`config.mk`:
```
export PLATFORM = sky130hd
export DESIGN_NAME = routerOutputTop
export DESIGN_NICKNAME = d
export VERILOG_FILES = /design/src/nocPkg.sv /design/src/inputQueue.sv /design/src/outputArbiter.sv /design/src/outputLink.sv /design/src/portTimer.sv /design/src/routerOutputTop.sv
export VERILOG_INCLUDE_DIRS = /design/src
export SDC_FILE = /design/constraint.sdc
export NUM_CORES = 1
export LEC_CHECK = 0
export BUFFER_PORTS_ARGS = -buffer_cell sky130_fd_sc_hd__buf_2
export CORE_MARGIN = 2
export CORE_UTILIZATION = 30
export DETAILED_ROUTE_END_ITERATION = 8
export GPL_ROUTABILITY_DRIVEN = 0
export PLACE_DENSITY = 0.48
export SYNTH_ARGS = -nofsm -noshare
export SYNTH_HDL_FRONTEND = slang
export SYNTH_SLANG_ARGS = --single-unit
```
`constraint.sdc`:
```
create_clock -name clk -period 13.6 [get_ports clk]
set_input_delay 0.68 -clock clk [delete_from_list [all_inputs] [get_ports clk]]
set_output_delay 0.68 -clock clk [all_outputs]
set_load 0.02 [all_outputs]
```
`src/noc_settings.svh`:
```
`ifndef NOC_SETTINGS_SVH
`define NOC_SETTINGS_SVH

//////////////////////////////////////////////////
// Router output stage sizing
//////////////////////////////////////////////////

`define NOC_PORTS   5   // Local, North, East, West, South.
`define LEN_W       12  // Header length field.
`define DATA_W      16
`define QUEUE_DEPTH 4   // Entries per input queue.

`endif

```
`src/nocPkg.sv`:
```
`default_nettype none

`include "noc_settings.svh"

package nocPkg;

  // Kind 2'b00 is not a valid flit.
  typedef enum logic [1:0] {
    FLIT_HEAD = 2'b01,
    FLIT_BODY = 2'b10,
    FLIT_TAIL = 2'b11
  } flitKind_t;

  typedef struct packed {
    flitKind_t         kind;
    logic [`LEN_W-1:0]  length;  // Total flits in packet, header only.
    logic [`DATA_W-1:0] data;
  } flit_t;

  // Local=0, North=1, East=2, West=3, South=4.
  typedef logic [2:0] portIdx_t;

  // One-hot with bit 0 for idle and bit p+1 for port p.
  typedef logic [`NOC_PORTS:0] grant_t;

  localparam grant_t GRANT_IDLE = grant_t'(1);

endpackage

`default_nettype wire

```
`src/inputQueue.sv`:
```
`timescale 1ns/1ps
`default_nettype none

`include "noc_settings.svh"

module inputQueue (
  input  logic          clk,
  input  logic          rst,
  input  logic          inReq,
  output logic          inAck,
  input  nocPkg::flit_t inFlit,
  input  logic          pop,
  output logic          notEmpty,
  output nocPkg::flit_t head
);
  import nocPkg::*;

  localparam int PTR_W = $clog2(`QUEUE_DEPTH);
  localparam int CNT_W = $clog2(`QUEUE_DEPTH + 1);

  flit_t            mem [`QUEUE_DEPTH];
  logic [PTR_W-1:0] rdPtr;
  logic [PTR_W-1:0] wrPtr;
  logic [CNT_W-1:0] count;
  logic             full;
  logic             push;

  assign full = (count == CNT_W'(`QUEUE_DEPTH));
  assign push = inReq && !inAck && !full;  // Ack withheld while full.

  //////////////////////////////////////////////////
  // Four-phase receiver
  //////////////////////////////////////////////////

  always_ff @(posedge clk)
  begin
    if (rst)
      inAck <= 1'b0;
    else if (push)
      inAck <= 1'b1;
    else if (inAck && !inReq)
      inAck <= 1'b0;  // Handshake complete.
  end

  //////////////////////////////////////////////////
  // FIFO
  //////////////////////////////////////////////////

  always_ff @(posedge clk)
  begin
    if (push)
      mem[wrPtr] <= inFlit;
  end

  always_ff @(posedge clk)
  begin
    if (rst)
    begin
      rdPtr <= '0;
      wrPtr <= '0;
      count <= '0;
    end
    else
    begin
      if (push)
        wrPtr <= (wrPtr == PTR_W'(`QUEUE_DEPTH - 1)) ? '0 : wrPtr + 1'b1;
      if (pop)
        rdPtr <= (rdPtr == PTR_W'(`QUEUE_DEPTH - 1)) ? '0 : rdPtr + 1'b1;
      case ({push, pop})
        2'b10:   count <= count + 1'b1;
        2'b01:   count <= count - 1'b1;
        default: count <= count;
      endcase
    end
  end

  assign notEmpty = (count != '0);
  assign head     = mem[rdPtr];

endmodule

`default_nettype wire

```
`src/outputArbiter.sv`:
```
`timescale 1ns/1ps
`default_nettype none

`include "noc_settings.svh"

module outputArbiter (
  input  logic                  clk,
  input  logic                  rst,
  input  logic [`NOC_PORTS-1:0] notEmpty,
  input  nocPkg::flit_t         headFlit [`NOC_PORTS],
  input  logic                  flitSent,
  output nocPkg::grant_t        grant
);
  import nocPkg::*;

  grant_t                nextGrant;
  logic [`NOC_PORTS-1:0] timerDone;
  logic                  pktOpen;  // A flit went out under the current grant.

  //////////////////////////////////////////////////
  // Packet timers
  //////////////////////////////////////////////////

  generate
    for (genvar p = 0; p < `NOC_PORTS; p++)
    begin : g_timer
      portTimer i_timer (
        .clk      (clk),
        .rst      (rst),
        .active   (grant[p+1]),
        .headFlit (headFlit[p]),
        .flitSent (flitSent),
        .done     (timerDone[p])
      );
    end
  endgenerate

  //////////////////////////////////////////////////
  // Grant state
  //////////////////////////////////////////////////

  always_ff @(posedge clk)
  begin
    if (rst)
    begin
      grant   <= GRANT_IDLE;
      pktOpen <= 1'b0;
    end
    else
    begin
      grant <= nextGrant;
      if (nextGrant != grant)
        pktOpen <= 1'b0;
      else if (flitSent)
        pktOpen <= 1'b1;
    end
  end

  always_comb
  begin : rotate
    portIdx_t curIdx;
    portIdx_t cand;
    logic     holding;
    logic     found;
    int       start;
    int       span;

    curIdx  = '0;
    cand    = '0;
    holding = 1'b0;
    found   = 1'b0;
    for (int p = 0; p < `NOC_PORTS; p++)
    begin
      if (grant[p+1])
      begin
        curIdx  = portIdx_t'(p);
        // An open packet keeps the port even if its queue ran dry.
        holding = !timerDone[p] && (notEmpty[p] || pktOpen);
      end
    end

    // From idle scan from Local; otherwise the other ports after the current one
    start = grant[0] ? 0 : int'(curIdx) + 1;
    span  = grant[0] ? `NOC_PORTS : `NOC_PORTS - 1;

    nextGrant = GRANT_IDLE;
    if (holding)
      nextGrant = grant;
    else
    begin
      for (int k = 0; k < `NOC_PORTS; k++)
      begin
        cand = portIdx_t'((start + k) % `NOC_PORTS);
        if (!found && k < span && notEmpty[cand])
        begin
          nextGrant         = '0;
          nextGrant[cand+1] = 1'b1;
          found             = 1'b1;
        end
      end
    end
  end

endmodule

`default_nettype wire

```
`src/outputLink.sv`:
```
`timescale 1ns/1ps
`default_nettype none

`include "noc_settings.svh"

module outputLink (
  input  logic                  clk,
  input  logic                  rst,
  input  nocPkg::grant_t        grant,
  input  logic [`NOC_PORTS-1:0] notEmpty,
  input  nocPkg::flit_t         headFlit [`NOC_PORTS],
  output logic [`NOC_PORTS-1:0] pop,
  output logic                  flitSent,
  output logic                  outReq,
  input  logic                  outAck,
  output nocPkg::flit_t         outFlit
);
  import nocPkg::*;

  typedef enum logic [1:0] {
    LINK_IDLE,
    LINK_REQ,
    LINK_ACK_LOW
  } linkState_t;

  linkState_t state;
  portIdx_t   selIdx;
  portIdx_t   sendIdx;  // Port whose head is on outFlit.
  logic       selValid;

  always_comb
  begin
    selIdx   = '0;
    selValid = 1'b0;
    for (int p = 0; p < `NOC_PORTS; p++)
    begin
      if (grant[p+1])
      begin
        selIdx   = portIdx_t'(p);
        selValid = notEmpty[p];
      end
    end
  end

  always_ff @(posedge clk)
  begin
    if (rst)
    begin
      state  <= LINK_IDLE;
      outReq <= 1'b0;
    end
    else
    begin
      case (state)
        LINK_IDLE:
          if (selValid)
          begin
            outReq <= 1'b1;
            state  <= LINK_REQ;
          end
        LINK_REQ:
          if (outAck)
          begin
            outReq <= 1'b0;
            state  <= LINK_ACK_LOW;
          end
        LINK_ACK_LOW:
          if (!outAck)
            state <= LINK_IDLE;  // Next flit may start.
        default:
          state <= LINK_IDLE;
      endcase
    end
  end

  // Flit is held stable for the whole request phase.
  always_ff @(posedge clk)
  begin
    if (state == LINK_IDLE && selValid)
    begin
      outFlit <= headFlit[selIdx];
      sendIdx <= selIdx;
    end
  end

  assign flitSent = (state == LINK_REQ) && outAck;

  always_comb
  begin
    pop = '0;
    if (flitSent)
      pop[sendIdx] = 1'b1;
  end

endmodule

`default_nettype wire

```
`src/portTimer.sv`:
```
`timescale 1ns/1ps
`default_nettype none

`include "noc_settings.svh"

module portTimer (
  input  logic          clk,
  input  logic          rst,
  input  logic          active,
  input  nocPkg::flit_t headFlit,
  input  logic          flitSent,
  output logic          done
);
  import nocPkg::*;

  logic [`LEN_W-1:0] pktLen;
  logic [`LEN_W-1:0] sentCount;

  always_ff @(posedge clk)
  begin
    if (rst || !active)
    begin
      pktLen    <= '0;
      sentCount <= '0;
    end
    else
    begin
      if (sentCount == '0 && headFlit.kind == FLIT_HEAD)
        pktLen <= headFlit.length;  // Header not yet forwarded.
      if (flitSent)
        sentCount <= sentCount + 1'b1;
    end
  end

  // Counts forwarded flits, not cycles.
  assign done = (sentCount != '0) && (sentCount == pktLen);

endmodule

`default_nettype wire

```
`src/routerOutputTop.sv`:
```
`timescale 1ns/1ps
`default_nettype none

`include "noc_settings.svh"

module routerOutputTop (
  input  logic                  clk,
  input  logic                  rst,
  input  logic [`NOC_PORTS-1:0] inReq,
  output logic [`NOC_PORTS-1:0] inAck,
  input  nocPkg::flit_t         inFlit [`NOC_PORTS],
  output logic                  outReq,
  input  logic                  outAck,
  output nocPkg::flit_t         outFlit
);
  import nocPkg::*;

  logic [`NOC_PORTS-1:0] notEmpty;
  logic [`NOC_PORTS-1:0] pop;
  flit_t                 headFlit [`NOC_PORTS];
  grant_t                grant;
  logic                  flitSent;

  //////////////////////////////////////////////////
  // Input queues, one per port
  //////////////////////////////////////////////////

  generate
    for (genvar p = 0; p < `NOC_PORTS; p++)
    begin : g_queue
      inputQueue i_queue (
        .clk      (clk),
        .rst      (rst),
        .inReq    (inReq[p]),
        .inAck    (inAck[p]),
        .inFlit   (inFlit[p]),
        .pop      (pop[p]),
        .notEmpty (notEmpty[p]),
        .head     (headFlit[p])
      );
    end
  endgenerate

  outputArbiter i_arbiter (
    .clk      (clk),
    .rst      (rst),
    .notEmpty (notEmpty),
    .headFlit (headFlit),
    .flitSent (flitSent),
    .grant    (grant)
  );

  outputLink i_link (
    .clk      (clk),
    .rst      (rst),
    .grant    (grant),
    .notEmpty (notEmpty),
    .headFlit (headFlit),
    .pop      (pop),
    .flitSent (flitSent),
    .outReq   (outReq),
    .outAck   (outAck),
    .outFlit  (outFlit)
  );

endmodule

`default_nettype wire

```
==> impl_metrics.env <==
export IMPL_status="completed"
export IMPL_holdCritPathClass="input pin to flop"
export IMPL_core_area_um2=114500
export IMPL_crit_arrival_ns=9.03
export IMPL_post_cts_resized=0
export IMPL_p_leak_uw=0.01356
export IMPL_final_util_pct=35.23
export IMPL_clk_path_buf_depth=3
export IMPL_r2r_slack_ns=5.14
export IMPL_required_ns=14.17
export IMPL_clockRootBuffer="clkbuf_16"
export IMPL_synth_edf_count=633
export IMPL_peakVddDrop_v=0.00009958
export IMPL_slew_violations=0
export IMPL_drv_cap=0
export IMPL_ant_nets=0
export IMPL_antenna_found_initial=32
export IMPL_worst_path_max_delay_cell="mux2i_1"
export IMPL_hold_end="g_queue[0].i_queue.mem[2][8]"
export IMPL_wire_per_inst_um=22.42
export IMPL_critPathKind="flop to flop"
export IMPL_slew_headroom_pct=18.00
export IMPL_cts_hold_buffers=0
export IMPL_grt_pass1_wl_um=136700
export IMPL_syn_inst=2300
export IMPL_worstReg2RegEnd="i_arbiter.pktOpen"
export IMPL_timing_fmax_ghz=0.1182
export IMPL_ios=194
export IMPL_num_rows=124
export IMPL_viasPerCell=4.965
export IMPL_yosysWarnings=0
export IMPL_met1Wirelength_um=37360
export IMPL_final_nets=2757
export IMPL_wl_met3_um=5436
export IMPL_setup_viol=0
export IMPL_synthDistinctLibCells=89
export IMPL_critPathLaunchType="flop"
export IMPL_power_density_nw_per_um2=174.6
export IMPL_syn_area_per_cell_um2=15.07
export IMPL_ys_seq_area_share_pct=65.24
export IMPL_fillers=11000
export IMPL_ys_ff_latch=813
export IMPL_hold_depth=1
export IMPL_place_hpwl_um=64500
export IMPL_hold_violations=0
export IMPL_cp_max_fo=33
export IMPL_cts_sinks=813
export IMPL_groute_usage_overall_pct=15.56
export IMPL_drive_gt1_share_pct=21.59
export IMPL_h_tree_depth=3
export IMPL_highest_layer="met5"
export IMPL_wirelength_um=92210
export IMPL_wl_met2_um=47340
export IMPL_tritoncts="yes"
export IMPL_start_util_pct=30.27
export IMPL_synth_area_um2=34660
export IMPL_drt_iter0_drc=1505
export IMPL_clk_latency_ns=0.65
export IMPL_die_area_um2=118300
export IMPL_whs_ns=0.2395
export IMPL_worst_pin_slew_ns=1.225
export IMPL_end_kind="flop"
export IMPL_grt_pass1_vias=20860
export IMPL_grt_max_degree=56
export IMPL_rsz0062_at_grt="no"
export IMPL_grt_ovfl_total=0
export IMPL_drt_pass1_iterations=6
export IMPL_vias=20420
export IMPL_synthArstFlopShare_pct=0
export IMPL_cts_setup_buffers=0
export IMPL_die_h_um=343.9
export IMPL_hp_start="inFlit[128]"
export IMPL_tns_ns=0
export IMPL_r2r_cells=29
export IMPL_fin_crit_sh_pct=62.21
export IMPL_dieWidth_um=343.9
export IMPL_critPathMaxStageDelay_ns=0.52
export IMPL_clkTransAtPathRegs_ns=0.07
export IMPL_cts_buffers=88
export IMPL_route_detailed_drc=0
export IMPL_synth_ff_type="edfxtp_1"
export IMPL_period_minus_slack_ns=8.460
export IMPL_syn2layout_area_growth_pct=16.38
export IMPL_r2r_start="i_arbiter.grant[5]"
export IMPL_port_buffers=193
export IMPL_finClkSkew_ns=0.02285
[power breakdown]
part	leakage, uW	total (uW)	switching (uW)	internal, uW
combinational	0.00489	1710	1140	566
clock	0.00142	2370	975	1400
sequential	0.00725	2960	90.2	2870
[area by class of cell]
type	instances	area [um^2]	share of cell area [%]
sequential	813	22620	56.08
multi-input combinational	1312	11390	28.24
clock buffer	104	2293	5.686
tap	1512	1892	4.690
timing repair buffer	234	1274	3.158
clock inverter	60	584.3	1.449
inverter	71	266.5	0.6607
antenna	7	17.52	0.04343
[stage by stage]
step / area [um^2] / setup slack (ns) / instances / power [uW]
after CTS: 40320 / 5.397 / 4106 / 7109
after floorplan: 34670 / 6.909 / 2304 / 4096
after global routing: 40320 / 4.751 / 4106 / 7362
after detailed placement: 37440 / 5.459 / 3942 / 4702
final: 40340 / 5.140 / 4113 / 7043
after global placement: 37440 / 5.996 / 3942 / 4653
[cells by family (layout without fill, tap and decap cells)]
group	count (synthesis)	in the layout	share of synthesized area (%)
flops	813	813	65.24
simple gates	576	576	8.437
compound gates	288	288	5.729
mux	239	239	12.44
buf+inv	179	469	2.022
xor+xnor	124	124	3.155
fa+ha+maj	79	79	2.960
other cells	2	13	0.02167
[sequential cells by signal, indices dropped and copies added, names as in the netlist, named ones only]
| register | flops |
|---|---|
| i_link.outFlit | 30 |
| g_queue.i_queue.mem | 600 |
| i_link.outReq | 1 |
| g_queue.i_queue.wrPtr | 10 |
| g_queue.i_queue.rdPtr | 10 |
| i_arbiter.g_timer.i_timer.pktLen | 60 |
| g_queue.i_queue.count | 15 |
| i_arbiter.pktOpen | 1 |
| i_arbiter.grant | 6 |
| i_link.sendIdx | 3 |
| i_link.state | 2 |
| i_arbiter.g_timer.i_timer.sentCount | 60 |
| g_queue.i_queue.inAck | 5 |
[critical path, delay by kind of cell, from the launching register on]
family / cells / cell delay (ns)
simple gates: 9 / 2.23
compound gates: 12 / 3.28
flops: 1 / 0.40
fa+ha+maj: 3 / 0.99
mux: 1 / 0.52
buf+inv: 4 / 0.96
[per-layer routing]
layer / vias to the layer above / GRT usage (%)
met2: 591 / 27.69
met4: 32 / 4.067
li1: 9299 / -
met3: 175 / 3.307
met1: 10330 / 19.09
met5: - / 0
[how the worst max path moves through the flow]
stage | start | endpoint | slack [ns]
floorplan | i_arbiter.grant[2] | i_arbiter.pktOpen | 6.91
CTS | i_arbiter.grant[5] | i_arbiter.pktOpen | 5.40
global placement | i_arbiter.grant[5] | i_arbiter.pktOpen | 6.00
finish | i_arbiter.grant[5] | i_arbiter.pktOpen | 5.14
detailed placement | i_arbiter.grant[5] | i_arbiter.pktOpen | 5.46
global route | i_arbiter.grant[5] | i_arbiter.pktOpen | 4.75
[placed cells by master (no fill, tap or decap), types with 31 or more instances in the layout]
cell / Yosys / layout
edfxtp_1: 633 / 633
nor2_1: 194 / 193
buf_2: 8 / 193
dfxtp_1: 180 / 174
mux4_2: 151 / 151
nand2_1: 91 / 91
clkbuf_16: 0 / 89
mux2i_1: 83 / 83
xor2_1: 81 / 81
a21oi_1: 79 / 79
ha_1: 74 / 74
inv_1: 67 / 67
xnor2_1: 42 / 42
buf_4: 5 / 41
nor3_1: 39 / 38
nor2b_1: 34 / 34
o21ai_0: 33 / 33
nand3_1: 31 / 31
or3_1: 31 / 31
[synthesized netlist by cell type (all sizes together), types with 5 or more instances]
cell       n  area, um^2
xor2      82       725.7
nand3b     5       50.05
mux4     151        3401
dfxtp    180        3603
inv       71       266.5
and3b      7       61.31
a21oi     81       412.9
mux2i     85       875.8
xnor2     42       367.9
nor4      24       150.1
nor2     196       745.7
nor3b     17       132.6
edfxtp   633       19010
or3       31       193.9
a221oi     7       61.31
a22oi     29       217.7
a311oi     6       52.55
o21ai     36       180.2
fa         5       100.1
ha        74       925.9
a211oi    29       217.7
and2      22       137.6
nor3      40       205.2
nand2b    17       113.9
and3      22       137.6
o211ai     6       45.04
a31oi     22       137.6
nor4b      6       58.80
a211o      5       43.79
clkbuf    70       262.8
buf       38       171.4
nor2b     34       212.7
o31ai      5       56.30
o2111ai    7       61.31
nand2     91       341.6
nand3     31       155.2
nand4     22       137.6
o221ai    19       166.4
(Power assumes the default switching activity.)
